**src/mem_pkg.sv**
```systemverilog
`default_nettype none

package mem_pkg;

    // Bus geometry
    localparam int ADDR_W = 32;
    localparam int DATA_W = 32;
    localparam int NBYTES = DATA_W / 8;

    // Byte offset bits inside a word
    localparam int BYTE_OFF_W = $clog2(NBYTES);

    // Memory depth and word index width
    localparam int RAM_WORDS = 256;
    localparam int WORD_IDX_W = $clog2(RAM_WORDS);

    // Byte address
    typedef logic [ADDR_W-1:0] addr_t;

    // Data word as seen on the bus
    typedef logic [DATA_W-1:0] data_t;

    // Byte-lane strobes, all zero for a read
    typedef logic [NBYTES-1:0] strb_t;

    // Word index into the data memory
    typedef logic [WORD_IDX_W-1:0] word_idx_t;

endpackage

`default_nettype wire

```
**src/lsu_pkg.sv**
```systemverilog
`default_nettype none

package lsu_pkg;

    localparam int STATE_W = 2;
    localparam int SIZE_W = 2;
    localparam int OFFSET_W = 2;

    // Store commit FSM
    typedef enum logic [STATE_W-1:0] {
        IDLE,
        STORE_COMMIT_WAIT,
        STORE_REQ_SEND,
        STORE_REQ_WAIT
    } lsu_state_e;

    // Load access size
    typedef enum logic [SIZE_W-1:0] {
        SIZE_BYTE = 2'd0,
        SIZE_HALF = 2'd1,
        SIZE_WORD = 2'd2
    } size_e;

    // Byte offset of a load within its word
    typedef logic [OFFSET_W-1:0] offset_t;

endpackage

`default_nettype wire

```
**src/lsu_ctrl.sv**
```systemverilog
`timescale 1ns/1ps
`default_nettype none

module lsu_ctrl (
    input  wire logic           clk,
    input  wire logic           rst,

    input  wire logic           cpu_valid,
    input  mem_pkg::strb_t      cpu_wstrb,
    input  wire logic           cpu_flush,
    input  wire logic           cpu_store_commit,
    input  wire logic           dcache_ready,

    output logic                cpu_ready,
    output logic                dcache_valid,
    output logic                store_sel,
    output logic                store_capture,
    output logic                load_issue
);

    lsu_pkg::lsu_state_e state;
    lsu_pkg::lsu_state_e next_state;

    logic is_store;
    logic accept;
    logic pending;

    // Nonzero strobe marks a store
    assign is_store = cpu_wstrb != '0;

    // Only new requests in IDLE with the previous access done
    assign cpu_ready = (state == lsu_pkg::IDLE) && (!pending || dcache_ready);
    assign accept = cpu_valid && cpu_ready && !cpu_flush;

    assign store_capture = accept && is_store;
    assign load_issue = accept && !is_store;

    // Loads go out at once, stores only after commit
    assign store_sel = state == lsu_pkg::STORE_REQ_SEND;
    assign dcache_valid = load_issue || store_sel;

    always_ff @(posedge clk) begin
        if (rst) begin
            state <= lsu_pkg::IDLE;
        end else begin
            state <= next_state;
        end
    end

    always_comb begin
        next_state = state;
        case (state)
            lsu_pkg::IDLE: begin
                if (store_capture) begin
                    next_state = lsu_pkg::STORE_COMMIT_WAIT;
                end
            end
            lsu_pkg::STORE_COMMIT_WAIT: begin
                // Flush wins over a commit in the same cycle
                if (cpu_flush) begin
                    next_state = lsu_pkg::IDLE;
                end else if (cpu_store_commit) begin
                    next_state = lsu_pkg::STORE_REQ_SEND;
                end
            end
            lsu_pkg::STORE_REQ_SEND: begin
                next_state = lsu_pkg::STORE_REQ_WAIT;
            end
            lsu_pkg::STORE_REQ_WAIT: begin
                if (dcache_ready) begin
                    next_state = lsu_pkg::IDLE;
                end
            end
            default: begin
                next_state = lsu_pkg::IDLE;
            end
        endcase
    end

    // Outstanding memory access
    always_ff @(posedge clk) begin
        if (rst) begin
            pending <= 1'b0;
        end else if (dcache_valid) begin
            pending <= 1'b1;
        end else if (dcache_ready) begin
            pending <= 1'b0;
        end
    end

    // A held store must not reach memory before commit
    a_no_req_in_commit_wait: assert property (
        @(posedge clk) disable iff (rst)
        (state == lsu_pkg::STORE_COMMIT_WAIT) |-> !dcache_valid
    );

    a_capture_issue_exclusive: assert property (
        @(posedge clk) disable iff (rst)
        !(store_capture && load_issue)
    );

endmodule

`default_nettype wire

```
**config.mk**
```make
export PLATFORM = sky130hd
export DESIGN_NAME = lsu_ctrl
export DESIGN_NICKNAME = d
export VERILOG_FILES = /design/src/mem_pkg.sv /design/src/lsu_pkg.sv /design/src/lsu_ctrl.sv
export SDC_FILE = /design/constraint.sdc
export NUM_CORES = 1
export LEC_CHECK = 0
export ABC_AREA = 1
export BUFFER_PORTS_ARGS = -buffer_cell sky130_fd_sc_hd__buf_4
export CORE_AREA = 2 2 39 41
export DETAILED_ROUTE_END_ITERATION = 8
export DIE_AREA = 0 0 41 43
export PLACE_DENSITY = 0.41
export SLEW_MARGIN = 10
export SYNTH_ARGS = -nofsm -noshare
export SYNTH_HDL_FRONTEND = slang
export SYNTH_SLANG_ARGS = --single-unit
```
**constraint.sdc**
```tcl
create_clock -name clk -period 1.2 [get_ports clk]
set_input_delay 0.12 -clock clk [delete_from_list [all_inputs] [get_ports clk]]
set_output_delay 0.12 -clock clk [all_outputs]
set_load 0.01 [all_outputs]
```
[After elaboration in Yosys (flattened, before gate mapping)]
Cells that the tools add are included.
Storage, ports and cells
  flip-flop bits (word level): 3
  bits of input ports: 10
  output and inout port bits: 5
Cells by class
  equality and inequality tests: 6
  mux-type cells: 7
  reduce and logical (&&, ||, !) cells: 14
Operators by type and width (number)
  2-bit 2-to-1 mux: 4
  2-bit case mux with 4 select lines: 1
  1-bit logical AND: 5
  2-bit equality test, second input constant: 2
  2-bit inequality test, second input constant: 2
  4-bit nonzero test: 1
  1-bit zero test: 3
  3-bit inequality test, second input constant: 1
  3-bit AND reduction: 1
  2-bit by 1-bit equality test with 1-bit output, second input constant: 1
  2-bit zero test: 1
  1-bit logical OR: 2
  1-bit 2-to-1 mux: 2
  2-bit nonzero test: 1

[Longest topological paths before layout]
  depth in word-level cells: 8
  mapped depth: 7
  depth with buffers taken out: 7

[Worst setup path after synthesis]
Ideal clock, no wire load.
  path kind: reg-to-output
  from: reg state[0]
  to: out dcache_valid
  arrival time: 0.817 ns
  required time: 1.080 ns
  setup slack: 0.263 ns
  cell stages (with the launch flop): 6
  path buffers: 0
  path through: dfxtp_1 inv_2 nand2_4 nor2_4 nand3_2 nand2_1
Between the ends
  word-level cells in the longest chain between the ends: 6
Ends and longest elaborated chain
  start, declared: RTL line lsu_ctrl.sv:21  | lsu_pkg::lsu_state_e state;
  start signal, assigned: RTL line lsu_ctrl.sv:44  | state <= lsu_pkg::IDLE;
  start signal, assigned: RTL line lsu_ctrl.sv:46  | state <= next_state;
  2-bit zero test: RTL line lsu_ctrl.sv:32  | assign cpu_ready = (state == lsu_pkg::IDLE) && (!pending || dcache_ready);
  1-bit logical AND: RTL line lsu_ctrl.sv:32
  via cpu_ready: RTL line lsu_ctrl.sv:14  | output logic cpu_ready,
  1-bit logical AND (2 in a row): RTL line lsu_ctrl.sv:33  | assign accept = cpu_valid && cpu_ready && !cpu_flush;
  1-bit logical AND: RTL line lsu_ctrl.sv:36  | assign load_issue = accept && !is_store;
  1-bit logical OR: RTL line lsu_ctrl.sv:40  | assign dcache_valid = load_issue || store_sel;
  end, declared: RTL line lsu_ctrl.sv:15  | output logic dcache_valid,
The timed path passes the listed nets, and every way through them passes these cells.

==> metrics.csv <==
stage,metric,value,unit
routing,vias per cell,3.91,
power,sequential share of power,26.6,%
critical_path,slowest cell delay on critical path,0.31,ns
power,internal power,308,µW
routing,routed len/inst,8.19,µm
cells_and_area,Post-Layout Cell Count,79,
critical_path,CP cell instances,"inv_2, nand2_4, nor2_4, nand3_4, nand2_2, buf_6",
routing,vias post-DR,309,
power,Switching Fraction,27.7,%
grt,largest net degree at the start of global routing,5,
cells_and_area,fin nets,74,
die,die width,41,µm
clock_tree,H-Tree Depth,1,
cells_and_area,share of post-route cells with drive strength above 1,58.7,%
timing,Final Critical Period,1.22,ns
clock_tree,clk_lat worst skew,0.23,ns
power,Comb pwr share,32.2,%
cells_and_area,most frequent cells in the layout,"buf_4, inv_1, inv_2",
place,hpwl dp,464,µm
cells_and_area,Seq. cell area,62.6,µm²
routing,Routed Antenna Nets,0,
timing,Final Max Slew Viols,0,
critical_path,Crit Reg-Reg Endpoint,state[0],
run_status,outcome,"finished, violations left",
timing,WHS,0.0433,ns
critical_path,Worst R2R Path Depth,8,
critical_path,crit path max fanout,3,
cells_and_area,area occupied by multi-input gates,144,µm²
routing,1st-pass router iterations,1,
flow_run,max_cap viols,0,
grt,initial antenna violation count,0,
yosys,sequential-to-total area share from yosys stat,25.0,%
critical_path,Worst Path Arrival,1.10,ns
yosys,syn avg cell area,6.16,µm²
critical_path,Buffers & Inverters on Critical Path,2,
clock_tree,clock tree from TritonCTS,built,
timing,Worst-Margin Slew,0.187,ns
routing,Routed WL,647,µm
critical_path,critical path's slowest cell,dfxtp_2,
power,part of the power in the clock network,41.2,%
cells_and_area,"most common cell after layout, fill and taps aside",buf_4,
clock_tree,hold buffer count at cts,0,
timing,Max transition margin,87.5,%
critical_path,"Req. time, crit path",1.08,ns
yosys,Cells after Synth,39,
die,Initial Util,17.4,%
power,Pwr per Cell Area,918,mW/mm²
critical_path,CP top delay family,simple AND/OR/NAND/NOR gates,
yosys,Mapped Area,240,µm²
clock_tree,clock slew at reported path FFs,0.04,ns
cells_and_area,Syn-to-layout area delta,92.7,%
yosys,post-synth net total,49,
yosys,"FF+latch count, synth",3,
power,Max VDD drop,0.350,mV
power,sw power,118,µW
critical_path,CP Class,flip-flop to output pin,
timing,final setup fails,3,
critical_path,R2R setup slack,0.10,ns
timing,post-route worst setup slack,-0.0182,ns
place,GPL Wtd Cong,0.695,
yosys,library cells used by synthesis,15,
die,Die H,43,µm
die,die area,0.00176,mm²
clock_tree,deepest clock path buffer count,2,
clock_tree,Num CTS Buffers,3,
timing,final hold vios,0,
routing,DR iter-0 viols,0,
grt,GRT Overall Usage,8.93,%
critical_path,crit end category,output pin,
grt,first-pass GRT wire length,986,µm
die,CORE AREA,0.00138,mm²
cells_and_area,Final Util,33.5,%
place,PortBufs,14,
grt,vias in the first global route,292,
critical_path,Critical Path Start Type,flip-flop,
power,Leakage,0.000264,µW
cells_and_area,# fillers,153,
min_path,Hold Path Depth,2,
die,# rows,14,
place,Placed Cells,69,
min_path,type of the most critical hold path,input port to flip-flop,
clock_tree,clock sinks,3,
timing,worst clock skew,0.000694,ns
clock_tree,CTS root buf,clkbuf_4,
routing,drt drc,0,
cells_and_area,antenna cells,0,
grt,GRT overflow,0,
timing,final worst path period share,102,%
run_status,failing checks,setup timing,
timing,RSZ-0062 raised after global routing,true,
yosys,Yosys Warn Count,0,
min_path,worst hold start,rst,
die,IO Count,15,
timing,fmax,821,MHz
==> stage by stage <==
| stage | instance area [µm²] | TNS, ns | setup slack, ns | power, µW |
|---|---|---|---|---|
| finish | 463 | -0.0286 | -0.0182 | 425 |
| global placement | 365 | 0 | 0.169 | 219 |
| global route | 463 | -0.353 | -0.111 | 465 |
| CTS | 434 | -0.00810 | -0.00810 | 423 |
| floorplan | 240 | 0 | 0.263 | 169 |
| detailed placement | 365 | 0 | 0.165 | 218 |
==> layout make-up <==
cell class / count / area share, %
Clock buffer: 4 / 5.68
Inverter: 13 / 10.5
Multi-Input combinational cell: 23 / 31.1
Sequential cell: 3 / 13.5
Tap cell: 16 / 4.32
Timing Repair Buffer: 20 / 34.9
==> logic make-up (layout without fill, tap and decap cells) <==
group	count (synthesis)	in the layout	share of synthesized area [%]
buffers and inverters	13	37	20.3
and+or+nand+nor	20	20	47.4
AOI/OAI and AO/OA	3	3	7.29
DFF	3	3	25.0
==> synthesized netlist by cell type <==
library cell	n	area, µm²
a21oi_1	1	5.00
dfxtp_1	3	60.1
inv_1	10	37.5
inv_2	3	11.3
nand2_1	5	18.8
nand2_4	1	11.3
nand3_1	3	15.0
nand3_2	2	20.0
nand3b_1	1	7.51
nor2_1	5	18.8
nor2_2	1	6.26
nor2_4	1	11.3
nor3_1	1	5.00
o211ai_1	1	7.51
o21ai_0	1	5.00
==> repair_timing <==
action | 4_1_cts | 5_1_grt
setup buffers | 5 | 1
endpoints found under the setup margin | 3 | 4
resized for setup | 3 | 7
pin swaps | 3 | 4
==> per-layer routing <==
layer	global-route usage [%]	wire length (µm)	vias up
met1	7.37	248	132
met2	13.1	322	12
met3	3.14	57	2
met5	0	0	-
li1	-	-	163
met4	12.0	18	0
==> worst reg2reg max path: cells and delay by family, from the launching register on <==
family	cells	cell delay [ns]
buffers and inverters	3	0.28
AOI/OAI and AO/OA	1	0.09
DFF	1	0.31
and+or+nand+nor	4	0.36
==> power by group through the flow <==
stage / combinational (µW) / clock, µW / sequential [µW]
final: 137 / 175 / 113
after global routing: 150 / 201 / 114
after CTS: 124 / 186 / 113
after detailed placement: 104 / 0 / 114
after global placement: 105 / 0 / 114
after floorplan: 56.6 / 0 / 113
==> worst max path at each step <==
stage	depth (start not counted)	slack, ns	startpoint	end
after floorplan	5	0.26	state[0]	dcache_valid
after global placement	6	0.17	state[0]	dcache_valid
after detailed placement	6	0.17	state[0]	dcache_valid
after CTS	6	-0.008	flip-flop	dcache_valid
after global routing	6	-0.11	flip-flop	dcache_valid
final	6	-0.02	flip-flop	dcache_valid
(Power assumes the default switching activity.)
