File: config.mk
export PLATFORM = sky130hd
export DESIGN_NAME = store_buffer
export DESIGN_NICKNAME = d
export VERILOG_FILES = /design/src/mem_pkg.sv /design/src/store_buffer.sv
export SDC_FILE = /design/constraint.sdc
export NUM_CORES = 1
export LEC_CHECK = 0
export BUFFER_PORTS_ARGS = -buffer_cell sky130_fd_sc_hd__buf_2
export CORE_MARGIN = 2
export CORE_UTILIZATION = 30
export DETAILED_ROUTE_END_ITERATION = 6
export PLACE_DENSITY_LB_ADDON = 0.12
export SETUP_SLACK_MARGIN = 0.02
export SYNTH_ARGS = -nofsm -noshare
export SYNTH_HDL_FRONTEND = slang
export SYNTH_SLANG_ARGS = --single-unit
File: constraint.sdc
create_clock -name clk -period 2.3 [get_ports clk]
set_clock_uncertainty 0.1 [all_clocks]
set_input_delay 0.23 -clock clk [delete_from_list [all_inputs] [get_ports clk]]
set_output_delay 0.23 -clock clk [all_outputs]
set_load 0.005 [all_outputs]
File: src/mem_pkg.sv
`default_nettype none

package mem_pkg;

    // Bus geometry
    localparam int ADDR_W = 32;
    localparam int DATA_W = 32;
    localparam int NBYTES = DATA_W / 8;

    // Byte offset bits inside a word
    localparam int BYTE_OFF_W = $clog2(NBYTES);

    // Memory depth and word index width
    localparam int RAM_WORDS = 256;
    localparam int WORD_IDX_W = $clog2(RAM_WORDS);

    // Byte address
    typedef logic [ADDR_W-1:0] addr_t;

    // Data word as seen on the bus
    typedef logic [DATA_W-1:0] data_t;

    // Byte-lane strobes, all zero for a read
    typedef logic [NBYTES-1:0] strb_t;

    // Word index into the data memory
    typedef logic [WORD_IDX_W-1:0] word_idx_t;

endpackage

`default_nettype wire

File: src/store_buffer.sv
`timescale 1ns/1ps
`default_nettype none

module store_buffer (
    input  wire logic           clk,
    input  wire logic           rst,

    input  wire logic           store_capture,
    input  wire logic           store_sel,
    input  mem_pkg::addr_t      cpu_addr,
    input  mem_pkg::data_t      cpu_wdata,
    input  mem_pkg::strb_t      cpu_wstrb,

    output mem_pkg::addr_t      dcache_addr,
    output mem_pkg::data_t      dcache_wdata,
    output mem_pkg::strb_t      dcache_wstrb
);

    mem_pkg::addr_t held_addr;
    mem_pkg::data_t held_wdata;
    mem_pkg::strb_t held_wstrb;

    always_ff @(posedge clk) begin
        if (store_capture) begin
            held_addr  <= cpu_addr;
            held_wdata <= cpu_wdata;
        end
    end

    // Strobe doubles as the marker of a held store
    always_ff @(posedge clk) begin
        if (rst) begin
            held_wstrb <= '0;
        end else if (store_capture) begin
            held_wstrb <= cpu_wstrb;
        end
    end

    // Read requests carry no data and no strobe
    always_comb begin
        if (store_sel) begin
            dcache_addr  = held_addr;
            dcache_wdata = held_wdata;
            dcache_wstrb = held_wstrb;
        end else begin
            dcache_addr  = cpu_addr;
            dcache_wdata = '0;
            dcache_wstrb = '0;
        end
    end

    // Commit must find a captured store
    a_held_store_valid: assert property (
        @(posedge clk) disable iff (rst)
        store_sel |-> (held_wstrb != '0)
    );

endmodule

`default_nettype wire

==> Word-level counts from Yosys, hierarchy flattened <==
Index checks and enable logic that the tools add are counted.
{ "totals": {"ff_bits": 68, "out_inout_bits": 68, "wordCells": 6} }
{ "op_classes": {"muxes": 3} }
{ "ops": {"columns": ["op", "count"], "rows": [
  ["$mux W32", 2],
  ["$mux W4", 1]
]} }

==> Longest topological paths before layout <==
Gate-level depths: netlist of run 1.
{ "logic_depth": {"depth_word": 1, "ltp_mapped": 3, "depth_no_buf": 2} }

==> Worst setup path after synthesis of run 1 <==
OpenSTA, ideal clock, no wires.
{ "synth_timing": {"path_type": "input to output", "startpoint": "in store_sel", "endpoint": "out dcache_addr[25]", "arrival_ns": 0.688, "required_time_ns": 1.970, "path_slack_ns": 1.282, "cell_stages": 2, "n_path_buf": 1, "cell_sequence": "buf_4 -> mux2_2"} }
{ "synth_via": {"elab_chain_cells": 1} }
{ "synth_rtl": {"columns": ["item", "line", "text"], "rows": [
  ["start, declared", "store_buffer.sv:9", "input wire logic store_sel,"],
  ["$mux W32", "store_buffer.sv:41", "if (store_sel) begin"],
  ["end, declared", "store_buffer.sv:14", "output mem_pkg::addr_t dcache_addr,"]
]} }
No other way between the ends.

==> Worst setup path after layout of run 1 <==
{ "layout_timing": {"startpoint": "in cpu_addr[9]", "endpoint": "out dcache_addr[9]"} }
{ "layout_via": {"elab_chain_cells": 1} }
{ "layout_rtl": {"columns": ["item", "line", "text"], "rows": [
  ["start, declared", "store_buffer.sv:10", "input mem_pkg::addr_t cpu_addr,"],
  ["$mux W32", "store_buffer.sv:41", null]
]} }
No other way between the ends.

==> results of run 1 <==
-- sequential cells by signal, indices dropped and copies added, names as in the netlist --
name	cells
held_addr	32
held_wdata	32
held_wstrb	4
-- report_power, final --
part           internal (W)  switching (W)  leakage [nW]
Sequential          0.00146      0.0000197         0.659
Clock              0.000495       0.000419        0.0918
Combinational      0.000244       0.000149          1.12
-- routing by layer --
layer	share of wire	track usage
met5	0	0
met4	0.012	0.0411
met3	0.086	0.0604
met2	0.47	0.204
met1	0.43	0.166
-- cell usage after synthesis --
cell,count
edfxtp_1,64
and2_1,36
mux2_2,32
buf_6,5
dfxtp_1,4
mux2i_1,4
nor2_1,4
buf_2,1
buf_4,1
clkbuf_2,1
-- cell families after synthesis --
kind of cell / share of synthesized area
buf+inv: 0.0272
flops: 0.737
mux: 0.147
simple gates: 0.0884
-- per-stage QoR --
step / cell area (µm²) / hold slack [ns]
after CTS: 4340 / 0.0150
final: 4340 / 0.0340
after global routing: 4340 / 0.0273
after global placement: 3510 / 0.307
after floorplan: 2720 / 0.202
after detailed placement: 3510 / 0.309
-- layout make-up --
class                   instances  area (µm²)  area share
clock buffers                  12         135      0.0312
clock inverters                 4        43.8      0.0101
multi-input cells              76         641       0.148
flip-flops and latches         68        2000       0.461
well taps                     108         135      0.0312
repair buffers                207        1380       0.318
-- worst max-delay path: cells and delay by family --
family / cells / cell delay (ns)
multiplexers: 1 / 0.25
buffers and inverters: 3 / 0.80
-- final timing paths --
path,start,to,slack (ns),cells past startpoint
worst max register to register,held_wstrb[3]$_SDFFE_PP0P_,held_wstrb[3]$_SDFFE_PP0P_,1.62,2
worst max-delay path,cpu_addr[9],dcache_addr[9],0.69,4
worst min-delay path,cpu_wstrb[3],held_wstrb[3]$_SDFFE_PP0P_,0.03,3
worst min register to register,held_wstrb[1]$_SDFFE_PP0P_,held_wstrb[1]$_SDFFE_PP0P_,0.39,2
==> results.json, run 1 <==
{
  "status": "completed",
  "final_cell_mix": "buf_2, dlygate4sd3_1, edfxtp_1",
  "crit_fanout": 2,
  "drc": 0,
  "cts_buffer_depth": 2,
  "cpMostUsedCell": "buf_2",
  "synth_top_area_frac": 0.708,
  "timing.fmax_mhz": 620,
  "final_core_util": 0.495,
  "fin_ws_ns": 0.687,
  "dpl.cell_count": 394,
  "syn_area_per_cell_um2": 17.9,
  "postCtsHoldBufs": 65,
  "cts.sinks": 68,
  "port_buffers": 139,
  "arrival_ns": 1.28,
  "via_count": 2011,
  "ys_top_cells_by_area": "edfxtp_1, mux2_2, and2_1",
  "track_usage": 0.132,
  "worst_path_max_delay_cell": "dlygate4sd3_1",
  "rsz0062_at_grt": "no",
  "hpwl_mm": 3.84,
  "cp_slowest_stage_delay_ns": 0.55,
  "die_y_um": 99.2,
  "finalSetupViolations": 0,
  "synth_cell_type_count": 10,
  "maxCapViolCount": 0,
  "syn_area_um2": 2720,
  "instances_no_fill": 475,
  "pre_cts_slack_ns": 0.832,
  "post_cts_resized": 0,
  "cts_buffers": 9,
  "cp_data_required_time_ns": 1.97,
  "nets": 434,
  "period_minus_slack_ns": 1.61,
  "grt_max_degree": 69,
  "antenna_found_initial": 0,
  "synth_area_leader_cell": "edfxtp_1",
  "hold_violations": 0,
  "max-vdd-ir-drop_mv": 0.310,
  "seq_area_frac_synth": 0.737,
  "relSlewSlack": 0.686,
  "finalWirelength_mm": 6.27,
  "dieArea_um2": 9830,
  "cts_root_buf": "clkbuf_8",
  "io_pins": 140,
  "path_cells": "dlygate4sd3_1 > buf_2 > mux2_2 > buf_2",
  "gp_congestion": 0.657,
  "ys_seq_elements": 68,
  "wl_per_cell_um": 13.2,
  "clk_latency_ns": 0.33,
  "antenna_cells": 0,
  "drt-vias-per-instance": 4.23,
  "p_leak_nw": 1.87,
  "dr.pass1.iters": 4,
  "start_util": 0.310,
  "maxSlewViolCount": 0,
  "syn_nets": 224,
  "yosys_warnings": 0,
  "fin_setup_tns_ns": 0,
  "drive_gt1_frac": 0.507,
  "drtAntennaViolNets": 0,
  "drt-initial-drc-count": 50,
  "power.total_w": 0.00278,
  "postCtsSetupBuffers": 0,
  "post-route-period-util": 0.701,
  "core_um2": 8760,
  "final_common_cell": "buf_2",
  "area_delta_synth_final_pct": 59.7,
  "n_fill_cell": 791,
  "grt_pass1_vias": 2153,
  "synth_cells": 152,
  "clk_pin_slew_ns": 0.06,
  "setup.worst_path.end_class": "output port",
  "htree_num_levels": 3,
  "rows": 34,
  "grt_pass1_wl_mm": 10.1,
  "start_kind": "input port",
  "hp-class": "input port to flop",
  "tritoncts": "done",
  "grt_overflow": 0,
  "power-per-cell-area_nw_per_um2": 642,
  "critical_path_class": "input port to output port",
  "chipWidth_um": 99.2,
  "tightest_slew_ns": 0.472
}
(Power assumes the default switching activity.)
==> run 2: changes to the inputs <==
--- a/config.mk
+++ b/config.mk
@@ -5,6 +5,7 @@
 export SDC_FILE = /design/constraint.sdc
 export NUM_CORES = 1
 export LEC_CHECK = 0
+export ABC_AREA = 1
 export BUFFER_PORTS_ARGS = -buffer_cell sky130_fd_sc_hd__buf_2
 export CORE_MARGIN = 2
 export CORE_UTILIZATION = 30
==> constraint.sdc (replaced) <==
create_clock -name clk -period 1.5 [get_ports clk]
set_clock_uncertainty 0.1 [all_clocks]
set_input_delay 0.15 -clock clk [delete_from_list [all_inputs] [get_ports clk]]
set_output_delay 0.15 -clock clk [all_outputs]
set_load 0.005 [all_outputs]
==> run 2 against run 1 <==
  * Via count up 20%
  * Power up 59%
  * Sequential share of layout area down 3.7 points
  * Worst setup slack worse by 0.61 ns
  * Largest cell class unchanged
  * Worst hold slack better by 0.17 ns
  * Clock power up 61%
  * Largest power group unchanged
  * Synthesized cell count up 77%
  * Non-clock buffer count up 6
  * First-iteration DRC count up 68%
  * Cell area up 8.6%
==> results.json, run 2 <==
{
  "status": "completed",
  "start_util": 0.308,
  "final_core_util": 0.484,
  "max-vdd-ir-drop_mv": 0.379,
  "grt_overflow": 0,
  "pre_cts_slack_ns": 0.426,
  "drtAntennaViolNets": 0,
  "power-per-cell-area_nw_per_um2": 940,
  "cpMostUsedCell": "dlygate4sd3_1",
  "cp_data_required_time_ns": 1.68,
  "synth_top_flop_cell": "edfxtp_1",
  "cts.sinks": 68,
  "seq_area_frac_synth": 0.669,
  "drt-initial-drc-count": 84,
  "synth_edf_count": 64,
  "multi_input_area_um2": 588,
  "syn_area_per_cell_um2": 11.1,
  "yosys_warnings": 0,
  "combPwrFrac": 0.155,
  "io_pins": 140,
  "nets": 553,
  "fin_ws_ns": 0.0761,
  "worst_path_max_delay_cell": "dlygate4sd3_1",
  "synth_xor_area_frac": 0,
  "chipWidth_um": 104,
  "cts_root_buf": "clkbuf_8",
  "start_kind": "input port",
  "clk_latency_ns": 0.34,
  "arrival_ns": 1.61,
  "core_um2": 9730,
  "synthAdderAreaFrac": 0,
  "fin_setup_tns_ns": 0,
  "reg_top3": "held_addr: 32 flops, held_wdata: 32 flops, held_wstrb: 4 flops",
  "period_minus_slack_ns": 1.42,
  "rows": 36,
  "clk_pin_slew_ns": 0.08,
  "port_buffers": 139,
  "area_delta_synth_final_pct": 57.4,
  "post-route-period-util": 0.949,
  "postCtsSetupBuffers": 0,
  "postCtsHoldBufs": 69,
  "synth_compound_area_frac": 0.0911,
  "hpwl_mm": 4.31,
  "ys_top_cells_by_area": "edfxtp_1, nand2_1, inv_1",
  "synthMuxAreaShare": 0,
  "ys_top_cells_by_count": "nand2_1, inv_1, edfxtp_1, o21ai_2, buf_6",
  "relSlewSlack": 0.864,
  "track_usage": 0.131,
  "drc": 0,
  "maxSlewViolCount": 0,
  "maxCapViolCount": 0,
  "synth_cell_type_count": 9,
  "critical_path_class": "input port to flop",
  "path_cells": "dlygate4sd3_1 > buf_2 > inv_1 > nand2_1 > dlygate4sd3_1 > nor2_1",
  "tightest_slew_ns": 0.204,
  "dr.pass1.iters": 4,
  "htree_num_levels": 3,
  "grt_max_degree": 40,
  "n_fill_cell": 963,
  "post_cts_resized": 0,
  "tritoncts": "done",
  "p_int_w": 0.00338,
  "p_sw_w": 0.00105,
  "ys_seq_elements": 68,
  "cp_num_buf_inv": 4,
  "synth_simple_gate_area_frac": 0.105,
  "final_common_cell": "buf_2",
  "drt-vias-per-instance": 3.91,
  "finalWirelength_mm": 6.73,
  "hold_violations": 0,
  "grt_pass1_wl_mm": 11.2,
  "drive_gt1_frac": 0.389,
  "cts_buffers": 9,
  "rsz0062_at_grt": "no",
  "wl_per_cell_um": 10.9,
  "p_clk_frac": 0.332,
  "synth_top_family_by_area": "buffers and inverters",
  "grt_pass1_vias": 2377,
  "gp_congestion": 0.688,
  "timing.fmax_mhz": 702,
  "final_cell_mix": "buf_2, nand2_1, inv_1",
  "seq_power_share": 0.513,
  "setup.worst_path.end_class": "flop",
  "die_y_um": 104,
  "async_reset_ff_frac": 0,
  "cts_buffer_depth": 2,
  "antenna_found_initial": 0,
  "seqCellArea_um2": 2000,
  "synth_cells": 269,
  "critPathTopFamily": "buffers and inverters",
  "syn_nets": 341,
  "synth_top_area_frac": 0.642,
  "antenna_cells": 0,
  "finalSetupViolations": 0,
  "p_leak_nw": 2.43,
  "synth_area_leader_cell": "edfxtp_1",
  "yosysMostFrequentCell": "nand2_1",
  "syn_area_um2": 2990,
  "hp-class": "input port to flop",
  "crit_fanout": 4,
  "via_count": 2423,
  "dieArea_um2": 10800,
  "swShare": 0.236,
  "cp_slowest_stage_delay_ns": 0.56
}
-- run 2: cell count changes in the layout (fill, tap and decap cells not counted), sizes merged, moves of 4 or more --
cell / before / now
and2: 36 / 0
inv: 0 / 73
mux2i: 4 / 0
o21ai: 0 / 32
nor2: 4 / 8
mux2: 32 / 0
dlygate4sd3: 65 / 69
nand2: 0 / 76
-- run 2: path summary, 6_finish.rpt --
kind	from	slack (ns)	end	cells after the start
worst min-delay path	store_capture	0.21	held_wdata[15]$_DFFE_PP_	2
worst max register to register	held_wstrb[3]$_SDFFE_PP0P_	0.85	held_wstrb[3]$_SDFFE_PP0P_	2
worst max-delay path	rst	0.08	held_wstrb[3]$_SDFFE_PP0P_	6
worst min register to register	held_wstrb[0]$_SDFFE_PP0P_	0.37	held_wstrb[0]$_SDFFE_PP0P_	2
-- run 2: final cells by class --
class | count | share of cell area
Clock buffer | 10 | 0.0271
Clock inverter | 6 | 0.0138
Inverter | 73 | 0.0582
Multi-Input combinational cell | 116 | 0.125
Sequential cell | 68 | 0.425
Tap cell | 133 | 0.0353
Timing Repair Buffer | 213 | 0.316
-- run 2: logic make-up (layout without fill, tap and decap cells) --
logic type             after synthesis  count (layout)
AND/OR/NAND/NOR                     84              84
AO/OA/AOI/OAI                       32              32
flip-flops                          68              68
buffers and inverters               85             302
-- run 2: per-stage QoR --
stage / total power [W] / cells / instance area (µm²) / hold slack (ns)
2_1_floorplan: 0.00257 / 269 / 2990 / 0.149
3_3_place_gp: 0.00286 / 534 / 3830 / 0.227
3_5_place_dp: 0.00287 / 534 / 3830 / 0.229
4_1_cts: 0.00450 / 619 / 4710 / 0.200
5_1_grt: 0.00469 / 619 / 4710 / 0.193
6_report: 0.00443 / 619 / 4710 / 0.208
-- run 2: power groups by stage --
| stage | combinational, W | clock (W) | sequential (W) |
|---|---|---|---|
| floorplan | 0.000261 | 0 | 0.00231 |
| global placement | 0.000547 | 0 | 0.00231 |
| detailed placement | 0.000554 | 0 | 0.00232 |
| CTS | 0.000696 | 0.00153 | 0.00227 |
| global route | 0.000769 | 0.00163 | 0.00229 |
| finish | 0.000688 | 0.00147 | 0.00227 |
-- run 2: per-layer routing --
layer	vias up	track usage	wire length, µm
met5	-	0	0
met4	0	0.0695	170
met3	16	0.0476	534
met2	100	0.189	2870
met1	1048	0.170	3150
li1	1259	-	-
