<file path="src/mem_pkg.sv">
`default_nettype none

package mem_pkg;

    // Bus geometry
    localparam int ADDR_W = 32;
    localparam int DATA_W = 32;
    localparam int NBYTES = DATA_W / 8;

    // Byte offset bits inside a word
    localparam int BYTE_OFF_W = $clog2(NBYTES);

    // Memory depth and word index width
    localparam int RAM_WORDS = 256;
    localparam int WORD_IDX_W = $clog2(RAM_WORDS);

    // Byte address
    typedef logic [ADDR_W-1:0] addr_t;

    // Data word as seen on the bus
    typedef logic [DATA_W-1:0] data_t;

    // Byte-lane strobes, all zero for a read
    typedef logic [NBYTES-1:0] strb_t;

    // Word index into the data memory
    typedef logic [WORD_IDX_W-1:0] word_idx_t;

endpackage

`default_nettype wire

</file>
<file path="src/lsu_pkg.sv">
`default_nettype none

package lsu_pkg;

    localparam int STATE_W = 2;
    localparam int SIZE_W = 2;
    localparam int OFFSET_W = 2;

    // Store commit FSM
    typedef enum logic [STATE_W-1:0] {
        IDLE,
        STORE_COMMIT_WAIT,
        STORE_REQ_SEND,
        STORE_REQ_WAIT
    } lsu_state_e;

    // Load access size
    typedef enum logic [SIZE_W-1:0] {
        SIZE_BYTE = 2'd0,
        SIZE_HALF = 2'd1,
        SIZE_WORD = 2'd2
    } size_e;

    // Byte offset of a load within its word
    typedef logic [OFFSET_W-1:0] offset_t;

endpackage

`default_nettype wire

</file>
<file path="src/load_align.sv">
`timescale 1ns/1ps
`default_nettype none

module load_align (
    input  wire logic           clk,
    input  wire logic           rst,

    input  wire logic           load_issue,
    input  mem_pkg::addr_t      cpu_addr,
    input  lsu_pkg::size_e      cpu_size,
    input  wire logic           cpu_unsigned,
    input  mem_pkg::data_t      dcache_rdata,
    input  wire logic           dcache_ready,

    output mem_pkg::data_t      cpu_rdata,
    output logic                cpu_data_valid
);

    lsu_pkg::offset_t ld_offset;
    lsu_pkg::size_e   ld_size;
    logic             ld_unsigned;
    logic             resp_pending;

    mem_pkg::data_t   shifted;
    logic             sign_bit;

    // Request attributes, reloaded by a back-to-back load
    always_ff @(posedge clk) begin
        if (load_issue) begin
            ld_offset   <= cpu_addr[lsu_pkg::OFFSET_W-1:0];
            ld_size     <= cpu_size;
            ld_unsigned <= cpu_unsigned;
        end
    end

    always_ff @(posedge clk) begin
        if (rst) begin
            resp_pending <= 1'b0;
        end else if (load_issue) begin
            resp_pending <= 1'b1;
        end else if (dcache_ready) begin
            resp_pending <= 1'b0;
        end
    end

    // Store acknowledgements never reach the CPU
    assign cpu_data_valid = resp_pending && dcache_ready;

    // Move the addressed lane down to bit 0
    assign shifted = dcache_rdata >> {ld_offset, 3'b000};

    always_comb begin
        sign_bit = 1'b0;
        case (ld_size)
            lsu_pkg::SIZE_BYTE: begin
                sign_bit  = !ld_unsigned && shifted[7];
                cpu_rdata = {{(mem_pkg::DATA_W - 8){sign_bit}}, shifted[7:0]};
            end
            lsu_pkg::SIZE_HALF: begin
                sign_bit  = !ld_unsigned && shifted[15];
                cpu_rdata = {{(mem_pkg::DATA_W - 16){sign_bit}}, shifted[15:0]};
            end
            default: begin
                cpu_rdata = dcache_rdata;
            end
        endcase
    end

endmodule

`default_nettype wire

</file>
<file path="config.mk">
export PLATFORM = sky130hd
export DESIGN_NAME = load_align
export DESIGN_NICKNAME = d
export VERILOG_FILES = /design/src/mem_pkg.sv /design/src/lsu_pkg.sv /design/src/load_align.sv
export SDC_FILE = /design/constraint.sdc
export NUM_CORES = 1
export LEC_CHECK = 0
export ABC_AREA = 1
export BUFFER_PORTS_ARGS = -buffer_cell sky130_fd_sc_hd__buf_2
export CAP_MARGIN = 40
export CORE_MARGIN = 2
export CORE_UTILIZATION = 36
export CTS_CLUSTER_DIAMETER = 50
export DETAILED_ROUTE_END_ITERATION = 12
export PLACE_DENSITY = 0.8
export SYNTH_ARGS = -nofsm -noshare
export SYNTH_HDL_FRONTEND = slang
export SYNTH_SLANG_ARGS = --single-unit
</file>
<file path="constraint.sdc">
create_clock -name clk -period 1.6 [get_ports clk]
set_input_delay 0.32 -clock clk [delete_from_list [all_inputs] [get_ports clk]]
set_output_delay 0.32 -clock clk [all_outputs]
set_load 0.02 [all_outputs]
</file>
# --- After elaboration in Yosys (flattened, before gate mapping) ---
# Cells that the tools add are included.
word_totals:
  register_bits: 6
  in_bits: 71
  out_inout_bits: 33
  elab_cells: 15
classes:
  n_eq_ne: 1
  shift: 1
  mux: 3
  n_reduce_logical: 6
ops:
  columns: ["cell", "n"]
  rows:
  - ["$pmux W32 S2", 1]
  - ["$shr A32 B5 Y16", 1]
  - ["$logic_and A1 B1 Y1", 3]
  - ["$eq A2 B1 Y1 const B", 1]
  - ["$logic_not A2 Y1", 1]
  - ["$mux W1", 2]
  - ["$reduce_bool A2 Y1", 1]
  - ["$logic_not A1 Y1", 1]

# --- Depth between registers and ports, before layout ---
# Gate-level depths: netlist (run 1).
depth:
  word_depth: 3
  mapped_depth: 8
  depth_no_buf: 6

# --- Least setup slack after synthesis (run 1) ---
# OpenSTA, ideal clock, no wires.
synth_timing:
  path_kind: "register -> output"
  from: "register ld_offset[0]"
  to: "output port cpu_rdata[21]"
  arrival_ns: 1.218
  required_time_ns: 1.280
  slack_ns: 0.062
  path_stages_with_launch: 8
  path_buffers: 2
  cell_sequence: "edfxtp_1 > buf_6 > nor2_8 > nand2_2 > nand2_2 > nand3_4 > buf_6 > nand3_1"
synth_between:
  elab_chain_cells: 3
  word_cells_on_any_way: 4
  classes_between: "shift: 1; mux: 1; reduce/logical: 2"
synth_lines:
  columns: ["element", "line", "text"]
  rows:
  - ["start, declared", "load_align.sv:19", "lsu_pkg::offset_t ld_offset;"]
  - ["start signal, assigned", "load_align.sv:30", "ld_offset <= cpu_addr[lsu_pkg::OFFSET_W-1:0];"]
  - ["$shr A32 B5 Y16 (*)", "load_align.sv:50", "assign shifted = dcache_rdata >> {ld_offset, 3'b000};"]
  - ["$logic_and A1 B1 Y1, on equally long branches", "load_align.sv:60, load_align.sv:56", null]
  - ["$pmux W32 S2 (*)", "load_align.sv:54", "case (ld_size)"]
  - ["end, declared", "load_align.sv:15", "output mem_pkg::data_t cpu_rdata,"]
# Mark *: on every way between the ends. The rest lies on a longest branch, timed or not.

# --- Worst setup path in the final report (run 1) ---
layout_timing:
  from: "register ld_offset[1]"
  to: "output port cpu_rdata[13]"
layout_between:
  elab_chain_cells: 3
layout_lines:
  columns: ["element", "line", "text"]
  rows:
  - ["$shr A32 B5 Y16 (*)", "load_align.sv:50", null]
  - ["$logic_and A1 B1 Y1", "load_align.sv:56", "sign_bit = !ld_unsigned && shifted[7];"]
  - ["$pmux W32 S2 (*)", "load_align.sv:54", null]
# Marks and branches as above.

==> metrics.md, run 1 <==
| Metric | Value |
|---|---|
| Headroom to the max-slew limit | `64.85%` |
| Detail-routed net length per standard cell | `15.04 µm` |
| Maximum resistive drop on vdd | `0.5344 mV` |
| Final design area excluding fillers | `0.001999 mm²` |
| Kind of capture point of the worst setup path | `output pin` |
| Arrival time worst endpoint | `1.66 ns` |
| TritonCTS sink count | `6` |
| GRT overflow | `0` |
| CTS clk-pin slew, worst paths | `0.05 ns` |
| Number of vias after detailed routing | `1,689` |
| Post-synth net total | `256` |
| CTS tree | `built` |
| Post-synthesis instance area | `0.001033 mm²` |
| Fraction of the yosys area taken by sequential cells | `16.46%` |
| Delay of the slowest cell on the worst path | `0.51 ns` |
| Antenna violations before repair | `0` |
| Worst Path Class, Setup | `reg -> out` |
| Final max-slew violation count | `0` |
| Detailed-routing iteration count for the pre-antenna-repair pass | `5` |
| Sink of the worst hold path | `resp_pending` |
| Count of inserted antenna diode cells | `0` |
| Routed vias/inst | `5.538` |
| Port bufs | `73` |
| Data required time at the worst endpoint | `1.28 ns` |
| Final critical-path setup slack | `-0.3820 ns` |
| Number of buffers added by the clock tree synthesis step | `3` |
| Endpoint of the most critical register-to-register path | `resp_pending` |
| Count of flip-flops with a built-in enable after synthesis | `5` |
| Non-filler instance count after layout | `305` |
| Drc violations | `0` |
| Flops & latches, synth | `6` |
| Clock root cell | `sky130_fd_sc_hd__clkbuf_4` |
| Largest clock skew in the final design | `0 ns` |
| Final setup violation count | `32` |
| Async S/R FF share, synth | `0%` |
| Floorplan die area | `0.003315 mm²` |
| Max clock buf depth | `2` |
| Combined global-route utilization of all metal layers | `24.51%` |
| Violations in the final reports | `setup timing` |
| Worst min path class | `in -> reg` |
| Area growth from synthesis to final layout | `93.46%` |
| Unrepaired setup endpoints after global routing | `true` |
| Most frequent cell after synthesis | `sky130_fd_sc_hd__nand2_1` |
| Overall die width | `57.58 µm` |
| Initial Utilization | `37.80%` |
| Largest cells by area after synthesis | `sky130_fd_sc_hd__nand2_1 (25%), sky130_fd_sc_hd__nand3_1 (16%), sky130_fd_sc_hd__edfxtp_1 (15%)` |
| Area fraction of the dominant cell type after synthesis | `24.70%` |
| Leakage power summed over all cells | `1.089 nW` |
| Hold_buf cts | `0` |
| Fmax achieved | `0.5045 GHz` |
| Portion of the clock cycle consumed by the worst path in the final layout | `123.9%` |
| Hold violation count in the final report | `0` |
| Cell variety after synth | `20` |
| Reg2Reg Setup Slack | `1.01 ns` |
| Primary flip-flop cell chosen by synthesis mapping | `sky130_fd_sc_hd__edfxtp_1` |
| Pin count of the biggest net entering global routing | `21` |
| Biggest fanout along the worst timing path | `14` |
| Post-synthesis area per instance | `5.586 µm²` |
| First-pass GRT wire length | `6423 µm` |
| Clock latency on the worst-skew pair | `0.24 ns` |
| Critical path startpoint category | `flip-flop` |
| Top cell types by occurrence after synthesis | `sky130_fd_sc_hd__nand2_1 (68), sky130_fd_sc_hd__nand3_1 (34), sky130_fd_sc_hd__o21ai_0 (28)` |
| Post-synthesis cell count | `185` |
| Cell area after placement | `0.001474 mm²` |
| Filler cell count | `211` |
| Routed wire length | `4587 µm` |
| # IOs | `104` |
| Worst r2r path cells | `2` |
| Maximum level of the CTS H-tree | `1` |
| Number of global-route vias before repair | `1,455` |
| Sequence of cells on the critical path | `inv_6 > buf_8 > o21ai_0 > o21ai_1 > nand2_1 > nand3_2 > buf_6` |
| CP max stage cell | `sky130_fd_sc_hd__edfxtp_1` |
| Shortest clock period the worst path allows after layout | `1.982 ns` |
| Worst R2R Start | `resp_pending` |
| End-of-flow core utilization | `73.13%` |
| Core outline area | `0.002734 mm²` |
| Final Net Count | `346` |
| Routability congestion estimate from global placement | `0.9038` |
| Share of final-layout standard cells stronger than drive strength 1 | `52.92%` |
| Cell count after placement | `292` |
| Min-Delay Startpoint | `rst` |
| Cell row count | `19` |
| Total power divided by cell area | `616.6 mW/mm²` |
| Number of routed nets with antenna violations | `0` |
| Slew at the pin closest to its max-slew limit | `0.5267 ns` |
| Drt initial violations | `161` |
| Worst hold path depth | `2` |
| Placed wire-length estimate | `2497 µm` |
| Yosys warns | `0` |
| Run status | `finished with violations` |
| Area leader, netlist | `sky130_fd_sc_hd__nand2_1` |
| Max_cap viols | `0` |
| Floorplan die height | `57.58 µm` |
## metrics by stage
| stage | power, mW | TNS [ns] | hold slack [ns] | setup WS [ns] |
|---|---|---|---|---|
| after detailed placement | 0.7938 | -1.356 | 0.4828 | -0.08441 |
| after global routing | 1.303 | -11.58 | 0.2220 | -0.4474 |
| after CTS | 1.139 | -7.820 | 0.2189 | -0.2854 |
| final | 1.233 | -9.252 | 0.2278 | -0.3820 |
| after floorplan | 0.5724 | 0 | 0.3924 | 0.06173 |
| after global placement | 0.7898 | -1.088 | 0.4761 | -0.07121 |
## layout by cell type, fill, tap and decap left out, drive strengths merged
cell type	synthesis	layout
nor2	18	18
nand2	71	71
edfxtp	5	5
o21ai	30	30
dfxtp	1	1
clkbuf	3	5
a21oi	1	1
inv	11	11
nand3	36	40
buf	9	92
## final cells by class
| class | instances | area (µm²) | share of cell area (%) |
|---|---|---|---|
| Clock buffer | 4 | 26.28 | 1.314 |
| Inverter | 11 | 53.80 | 2.691 |
| Multi-Input combinational cell | 160 | 957.2 | 47.87 |
| Sequential cell | 6 | 170.2 | 8.511 |
| Tap cell | 31 | 38.79 | 1.940 |
| Timing Repair Buffer | 93 | 753.2 | 37.67 |
## registers in the layout (all words and copies together), names as in the netlist
register / flops
ld_unsigned: 1
resp_pending: 1
ld_size: 2
ld_offset: 2
## kinds of logic (layout without fill, tap and decap cells)
| kind of cell | count (synthesis) | after routing | share of synthesized area, % |
|---|---|---|---|
| AOI/OAI and AO/OA | 31 | 31 | 15.01 |
| buffers and inverters | 23 | 108 | 13.32 |
| and+or+nand+nor | 125 | 129 | 55.21 |
| DFF | 6 | 6 | 16.46 |
## worst max-delay path by stage
stage / endpoint / startpoint / cells past startpoint
after detailed placement: cpu_rdata[16] / ld_offset[1] / 6
after floorplan: cpu_rdata[21] / ld_offset[0] / 7
final: cpu_rdata[13] / ld_offset[1] / 7
after CTS: cpu_rdata[22] / ld_offset[0] / 7
after global routing: cpu_rdata[13] / ld_offset[0] / 8
after global placement: cpu_rdata[8] / ld_offset[1] / 6
## where the power goes
part	leakage (nW)	total, mW	internal (mW)	switching [mW]
Clock	0.0150	0.156	0.0948	0.0607
Combinational	1.02	0.879	0.392	0.487
Sequential	0.0573	0.198	0.183	0.0150
## critical path, delay by kind of cell, from the launching register on
| kind | cells | cell delay, ns |
|---|---|---|
| DFF | 1 | 0.51 |
| AOI/OAI and AO/OA | 2 | 0.29 |
| and+or+nand+nor | 2 | 0.20 |
| buffers and inverters | 3 | 0.42 |
## what timing repair did
action                     CTS  global route
pin swaps                    7             7
cloned                       4             1
buffers inserted             4             1
setup endpoints to repair   32            32
resized for setup           88            34
## per-layer routing
metal | up-vias | GRT usage (%) | part of all wire [%]
met1 | 748 | 30.51 | 36
li1 | 797 | - | -
met2 | 124 | 42.21 | 51
met3 | 20 | 4.082 | 10
met4 | 0 | 8.970 | 2.8
met5 | - | 0 | 0
Power figures use the tool's default switching activity.
==> run 2: changes to the inputs <==
--- a/config.mk
+++ b/config.mk
@@ -5,14 +5,13 @@
 export SDC_FILE = /design/constraint.sdc
 export NUM_CORES = 1
 export LEC_CHECK = 0
-export ABC_AREA = 1
 export BUFFER_PORTS_ARGS = -buffer_cell sky130_fd_sc_hd__buf_2
 export CAP_MARGIN = 40
 export CORE_MARGIN = 2
-export CORE_UTILIZATION = 36
+export CORE_UTILIZATION = 34
 export CTS_CLUSTER_DIAMETER = 50
 export DETAILED_ROUTE_END_ITERATION = 12
-export PLACE_DENSITY = 0.8
+export PLACE_DENSITY = 0.79
 export SYNTH_ARGS = -nofsm -noshare
 export SYNTH_HDL_FRONTEND = slang
 export SYNTH_SLANG_ARGS = --single-unit
==> metrics.md, run 2 <==
| Metric | Value |
|---|---|
| Count of flip-flops with a built-in enable after synthesis | `5 (unchanged)` |
| Total negative slack for setup checks | `-19.45 ns (-10.20 ns)` |
| Pin count of the biggest net entering global routing | `19 (-9.5%)` |
| Core outline area | `0.002545 mm² (-6.9%)` |
| Detail-routed net length per standard cell | `15.21 µm (+1.1%)` |
| Clock root cell | `sky130_fd_sc_hd__clkbuf_4` |
| Largest cells by area after synthesis | `sky130_fd_sc_hd__edfxtp_1 (16%), sky130_fd_sc_hd__nand2_1 (11%), sky130_fd_sc_hd__mux2i_1 (7.5%)` |
| GRT overflow | `0 (unchanged)` |
| End-of-flow core utilization | `76.11% (+3.0 points)` |
| Sequence of cells on the critical path | `mux4_2 > a221oi_4 > buf_12 > o21ai_1 > buf_2` |
| Initial Utilization | `36.53% (-1.3 points)` |
| Most frequent cell after synthesis | `sky130_fd_sc_hd__nand2_1` |
| Portion of the clock cycle consumed by the worst path in the final layout | `146.0% (+22 points)` |
| Non-filler instance count after layout | `248 (-19%)` |
| Count of inserted antenna diode cells | `0 (unchanged)` |
| Detailed-routing iteration count for the pre-antenna-repair pass | `4 (-1)` |
| Most used cells in the layout excluding fill and tap cells | `sky130_fd_sc_hd__buf_2 (54), sky130_fd_sc_hd__nand2_1 (26), sky130_fd_sc_hd__buf_4 (24)` |
| CTS tree | `built` |
| Post-synthesis area per instance | `7.558 µm² (+35%)` |
| Top cell types by occurrence after synthesis | `sky130_fd_sc_hd__nand2_1 (28), sky130_fd_sc_hd__clkbuf_1 (10), sky130_fd_sc_hd__o21ai_1 (10)` |
| Power consumption | `1.243 mW (+0.81%)` |
| Worst r2r path cells | `2 (unchanged)` |
| Flops & latches, synth | `6 (unchanged)` |
| Critical path startpoint category | `flip-flop` |
| CTS clk-pin slew, worst paths | `0.05 ns (about the same)` |
| Worst min path class | `in -> reg` |
| Worst R2R Start | `resp_pending` |
| Endpoint of the most critical register-to-register path | `resp_pending` |
| Number of vias after detailed routing | `1,365 (-19%)` |
| Yosys warns | `0 (unchanged)` |
| Leakage power summed over all cells | `0.9301 nW (-15%)` |
| Post-synthesis cell count | `123 (-34%)` |
| Cell row count | `18 (-1)` |
| Async S/R FF share, synth | `0% (unchanged)` |
| Crit path capture | `cpu_rdata[20]` |
| Headroom to the max-slew limit | `81.27% (+16 points)` |
| Launch point of the worst path | `ld_offset[1]` |
| Delay of the slowest cell on the worst path | `0.57 ns (+0.06 ns)` |
| Post-synthesis instance area | `929.6 µm² (-10%)` |
| Maximum level of the CTS H-tree | `1 (unchanged)` |
| Overall die width | `56.29 µm (-2.2%)` |
| Primary flip-flop cell chosen by synthesis mapping | `sky130_fd_sc_hd__edfxtp_1` |
| Commonest non-fill, non-tap cell in the layout | `sky130_fd_sc_hd__buf_2` |
| Internal power consumption | `712.4 µW (+6.3%)` |
| Placed wire-length estimate | `2487 µm (-0.39%)` |
| Hold_buf cts | `0 (unchanged)` |
| Run status | `finished with violations` |
| Combined global-route utilization of all metal layers | `21.39% (-3.1 points)` |
| First-pass GRT wire length | `5637 µm (-12%)` |
| Routed wire length | `3771 µm (-18%)` |
| Fraction of the yosys area taken by sequential cells | `18.30% (+1.8 points)` |
| Arrival time worst endpoint | `2.02 ns (+0.36 ns)` |
| Shortest clock period the worst path allows after layout | `2.336 ns (+0.3540 ns)` |
| Violations in the final reports | `setup timing` |
| Area growth from synthesis to final layout | `108.3%` |
| Clock latency on the worst-skew pair | `0.23 ns (about the same)` |
| Floorplan die height | `56.29 µm (-2.2%)` |
| # IOs | `104 (unchanged)` |
| Slew at the pin closest to its max-slew limit | `0.2793 ns (-0.2474 ns)` |
| Proportion of power drawn by the clock network | `11.9% (-0.7 points)` |
| Antenna violations before repair | `0 (unchanged)` |
| Routability congestion estimate from global placement | `0.8213 (-9.1%)` |
| Cell count after placement | `233 (-20%)` |
| Port bufs | `73 (unchanged)` |
| Final setup violation count | `32 (unchanged)` |
| Portion of total power attributed to sequential cells | `15.5% (-0.6 points)` |
| Total power divided by cell area | `641.6 mW/mm² (+4.1%)` |
| Biggest fanout along the worst timing path | `16 (+2)` |
| Drc violations | `0 (unchanged)` |
| Area fraction of the dominant cell type after synthesis | `16.15% (-8.5 points)` |
| Share of final-layout standard cells stronger than drive strength 1 | `66.06% (+13 points)` |
| Routed vias/inst | `5.504 (-0.61%)` |
| Area leader, netlist | `sky130_fd_sc_hd__edfxtp_1` |
| Max_cap viols | `0 (unchanged)` |
| Drt initial violations | `53 (-67%)` |
| Floorplan die area | `0.003169 mm² (-4.4%)` |
| Reg2Reg Setup Slack | `1.03 ns (+0.02 ns)` |
| Maximum resistive drop on vdd | `0.5761 mV (+7.8%)` |
| Max clock buf depth | `2 (unchanged)` |
| Final critical-path setup slack | `-0.7360 ns (-0.3540 ns)` |
| Kind of capture point of the worst setup path | `output pin` |
| Cell variety after synth | `27 (+35%)` |
| Post-synth net total | `194 (-24%)` |
| Unrepaired setup endpoints after global routing | `true` |
| Final max-slew violation count | `0 (unchanged)` |
| Switching power share of the total | `42.67% (-2.9 points)` |
| Combinational share of power | `72.6% (+1.3 points)` |
| Number of routed nets with antenna violations | `0 (unchanged)` |
| TritonCTS sink count | `6 (unchanged)` |
| Worst Hold Margin | `0.2354 ns (+0.007603 ns)` |
| Number of global-route vias before repair | `1,343 (-7.7%)` |
| Final Net Count | `290 (-16%)` |
| Worst Path Class, Setup | `reg -> out` |
| Switching power | `530.3 µW (-5.7%)` |
| CP max stage cell | `sky130_fd_sc_hd__mux4_2` |
| Largest clock skew in the final design | `0 ns (unchanged)` |
| Number of buffers added by the clock tree synthesis step | `3 (unchanged)` |
| Top Registers | `ld_offset (2), ld_size (2)` |
| Data required time at the worst endpoint | `1.28 ns (about the same)` |
| Fmax achieved | `0.4281 GHz (-15%)` |
| Hold violation count in the final report | `0 (unchanged)` |
run 2: cell count changes after synthesis, moves of 8 or more:
cell                       change
sky130_fd_sc_hd__clkbuf_1      +8
sky130_fd_sc_hd__nand2_1      -40
sky130_fd_sc_hd__nand3_1      -33
sky130_fd_sc_hd__nor2_1       -15
sky130_fd_sc_hd__o21ai_0      -21
sky130_fd_sc_hd__o21ai_1       +8
run 2: timing repair:
action,CTS,global route
endpoints found under the setup margin,32,32
resized for setup,44,40
pin swaps,4,7
cloned,0,1
setup buffers,4,8
run 2: worst min-delay path by stage:
stage	endpoint	slack [ns]	depth (start not counted)	startpoint
global route	resp_pending	0.23	2	rst
CTS	resp_pending	0.23	2	rst
detailed placement	resp_pending	0.49	2	rst
global placement	resp_pending	0.47	2	resp_pending
floorplan	resp_pending	0.39	1	rst
finish	resp_pending	0.24	2	rst
run 2: kinds of logic (layout without fill, tap and decap cells):
| group | Yosys count | after routing | synth area share [%] |
|---|---|---|---|
| simple gates | 41 | 41 | 21.00 |
| buf+inv | 17 | 112 | 8.479 |
| mux | 9 | 9 | 11.17 |
| compound gates | 50 | 50 | 41.05 |
| flops | 6 | 6 | 18.30 |
run 2: worst max-delay path, delay by kind of cell, from the launching register on:
| kind | cells | cell delay (ns) |
|---|---|---|
| multiplexers | 1 | 0.57 |
| flip-flops | 1 | 0.39 |
| AO/OA/AOI/OAI | 2 | 0.42 |
| buffers and inverters | 2 | 0.38 |
run 2: through the flow:
step / worst slack [ns] / instance area [µm²]
after floorplan: -0.4065 / 980.9
after global placement: -0.4019 / 1479
after detailed placement: -0.4408 / 1479
after CTS: -0.7000 / 1709
after global routing: -0.8211 / 1937
final: -0.7360 / 1937
run 2: power groups by stage:
stage          Combinational, mW  Sequential (mW)  Clock (mW)
5_1_grt                    0.955            0.194       0.162
3_3_place_gp               0.646            0.195           0
4_1_cts                    0.765            0.192       0.154
2_1_floorplan              0.410            0.189           0
3_5_place_dp               0.654            0.195           0
6_report                   0.902            0.193       0.148
run 2: final cells by class:
| type | instances | area [µm²] |
|---|---|---|
| flip-flops and latches | 6 | 170.2 |
| well taps | 30 | 37.54 |
| fillers | 173 | 608.1 |
| inverters | 5 | 22.52 |
| multi-input cells | 100 | 908.4 |
| clock buffers | 4 | 26.28 |
| repair buffers | 103 | 772.0 |
run 2: layer usage:
metal  GRT usage [%]  wire length (µm)  up-vias
met4           7.823                27        0
met3           3.917               302        4
li1                -                 -      663
met1           25.46              1504      624
met2           37.98              1936       74
met5               0                 0        -
==> run 3: changes to the inputs <==
--- a/config.mk
+++ b/config.mk
@@ -6,12 +6,14 @@
 export NUM_CORES = 1
 export LEC_CHECK = 0
 export BUFFER_PORTS_ARGS = -buffer_cell sky130_fd_sc_hd__buf_2
-export CAP_MARGIN = 40
+export CELL_PAD_IN_SITES_DETAIL_PLACEMENT = 0
+export CELL_PAD_IN_SITES_GLOBAL_PLACEMENT = 1
 export CORE_MARGIN = 2
-export CORE_UTILIZATION = 34
+export CORE_UTILIZATION = 21
 export CTS_CLUSTER_DIAMETER = 50
 export DETAILED_ROUTE_END_ITERATION = 12
 export PLACE_DENSITY = 0.79
+export REMOVE_ABC_BUFFERS = 1
 export SYNTH_ARGS = -nofsm -noshare
 export SYNTH_HDL_FRONTEND = slang
 export SYNTH_SLANG_ARGS = --single-unit
==> metrics.md, run 3 (synthesis gave the netlist of run 2 again) <==
| Metric | Value |
|---|---|
| Run status | `finished with violations` |
| Violations in the final reports | `setup timing` |
| Kind of capture point of the worst setup path | `output pin` |
| Data required time at the worst endpoint | `1.28 ns (about the same)` |
| CP max stage cell | `sky130_fd_sc_hd__mux4_2` |
| Combined global-route utilization of all metal layers | `14.34% (-7.0 points)` |
| Core outline area | `0.004294 mm² (+69%)` |
| Category of cells accounting for the largest share of critical-path delay | `multiplexers` |
| Number of global-route vias before repair | `1,250 (-6.9%)` |
| Maximum level of the CTS H-tree | `1 (unchanged)` |
| Routed vias/inst | `4.742 (-14%)` |
| Floorplan die height | `70.54 µm (+25%)` |
| Headroom to the max-slew limit | `83.07% (+1.8 points)` |
| Worst path buffer plus inverter count | `2 (unchanged)` |
| Worst Path Class, Setup | `reg -> out` |
| Cell row count | `24 (+6)` |
| Max clock buf depth | `2 (unchanged)` |
| Worst min path class | `in -> reg` |
| Top Registers | `ld_offset (2), ld_size (2)` |
| TritonCTS sink count | `6 (unchanged)` |
| Max_cap viols | `0 (unchanged)` |
| Commonest non-fill, non-tap cell in the layout | `sky130_fd_sc_hd__buf_2` |
| Routed wire length | `3620 µm (-4.0%)` |
| Shortest clock period the worst path allows after layout | `2.223 ns (-0.1126 ns)` |
| Slew at the pin closest to its max-slew limit | `0.2519 ns (-0.02742 ns)` |
| Critical path startpoint category | `flip-flop` |
| Initial Utilization | `21.65% (-15 points)` |
| # IOs | `104 (unchanged)` |
| Sequence of cells on the critical path | `mux4_2 > a221oi_4 > buf_6 > o21ai_1 > buf_2` |
| Biggest fanout along the worst timing path | `8 (-8)` |
| Floorplan die area | `0.004975 mm² (+57%)` |
| Number of buffers added by the clock tree synthesis step | `3 (unchanged)` |
| Number of routed nets with antenna violations | `0 (unchanged)` |
| Total power divided by cell area | `677.4 mW/mm² (+5.6%)` |
| Detailed-routing iteration count for the pre-antenna-repair pass | `4 (unchanged)` |
| Hold_buf cts | `0 (unchanged)` |
| Delay of the slowest cell on the worst path | `0.56 ns (about the same)` |
| Fmax achieved | `0.4498 GHz (+5.1%)` |
| Routability congestion estimate from global placement | `0.8136 (-0.94%)` |
| Cell count after placement | `262 (+12%)` |
| Port bufs | `73 (unchanged)` |
| Most used cells in the layout excluding fill and tap cells | `sky130_fd_sc_hd__buf_2 (55), sky130_fd_sc_hd__nand2_1 (28), sky130_fd_sc_hd__buf_4 (28)` |
| Arrival time worst endpoint | `1.90 ns (-0.12 ns)` |
| Maximum resistive drop on vdd | `0.4980 mV (-14%)` |
| Non-filler instance count after layout | `267 (+7.7%)` |
| Drt initial violations | `45 (-15%)` |
| Leakage power summed over all cells | `0.8895 nW (-4.4%)` |
| Area growth from synthesis to final layout | `95.56%` |
| CTS clk-pin slew, worst paths | `0.04 ns (about the same)` |
| Pin count of the biggest net entering global routing | `15 (-4)` |
| Count of inserted antenna diode cells | `0 (unchanged)` |
| Detail-routed net length per standard cell | `13.56 µm (-11%)` |
| Final setup violation count | `32 (unchanged)` |
| Placed wire-length estimate | `2816 µm (+13%)` |
| Overall die width | `70.54 µm (+25%)` |
| Drc violations | `0 (unchanged)` |
| GRT overflow | `0 (unchanged)` |
| Final max-slew violation count | `0 (unchanged)` |
| Unrepaired setup endpoints after global routing | `true` |
| Antenna violations before repair | `0 (unchanged)` |
| Largest clock skew in the final design | `0 ns (unchanged)` |
| Total negative slack for setup checks | `-16.68 ns (+2.770 ns)` |
| First-pass GRT wire length | `5913 µm (+4.9%)` |
| Share of final-layout standard cells stronger than drive strength 1 | `60.00% (-6.1 points)` |
| Clock root cell | `sky130_fd_sc_hd__clkbuf_8` |
| Final critical-path setup slack | `-0.6234 ns (+0.1126 ns)` |
| Clock latency on the worst-skew pair | `0.22 ns (about the same)` |
| Final Net Count | `287 (-1.0%)` |
| CTS tree | `built` |
| Number of vias after detailed routing | `1,266 (-7.3%)` |
| Hold violation count in the final report | `0 (unchanged)` |
| Reg2Reg Setup Slack | `1.04 ns (about the same)` |
| Portion of the clock cycle consumed by the worst path in the final layout | `139.0% (-7.0 points)` |
run 3: where the power goes:
| group | switching, mW | internal (mW) | total, mW | leakage, nW |
|---|---|---|---|---|
| clock network | 0.0654 | 0.171 | 0.237 | 0.0228 |
| registers | 0.00999 | 0.184 | 0.194 | 0.0573 |
| logic | 0.422 | 0.379 | 0.801 | 0.809 |
| total | 0.498 | 0.734 | 1.23 | 0.889 |
run 3: metal layers:
layer	vias to the layer above	global-route usage, %	wire length [µm]
met1	566	18.21	1604
met4	0	1.887	0
met2	48	25.68	1738
met3	0	3.134	277
met5	-	0	0
li1	652	-	-
run 3: worst paths after layout:
check,from,endpoint,cells past startpoint
setup / recovery,ld_offset[1],cpu_rdata[18],5
hold / removal,rst,resp_pending,2
setup reg to reg,resp_pending,resp_pending,2
hold reg to reg,resp_pending,resp_pending,2
run 3: timing repair:
action / CTS / global route
buffers inserted: 1 / 0
gates resized for setup: 55 / 19
setup endpoints to repair: 32 / 32
pin swaps: 3 / 1
run 3: cell type report:
class	instances	area [µm²]
clock buffers	4	45.04
fillers	456	2476
inverters	5	22.52
multi-input cells	100	825.8
flip-flops and latches	6	170.2
well taps	52	65.06
repair buffers	100	689.4
run 3: metrics by stage:
stage	setup WS (ns)	hold WS, ns	util, %	power (mW)	area, µm²
global route	-0.7273	0.2489	42.34	1.318	1818
floorplan	-0.8701	0.3924	-	0.5495	869.6
CTS	-0.6294	0.2437	40.62	1.205	1744
detailed placement	-0.4364	0.4703	34.82	0.8399	1495
finish	-0.6234	0.2510	42.34	1.231	1818
global placement	-0.4208	0.4609	34.82	0.8357	1495
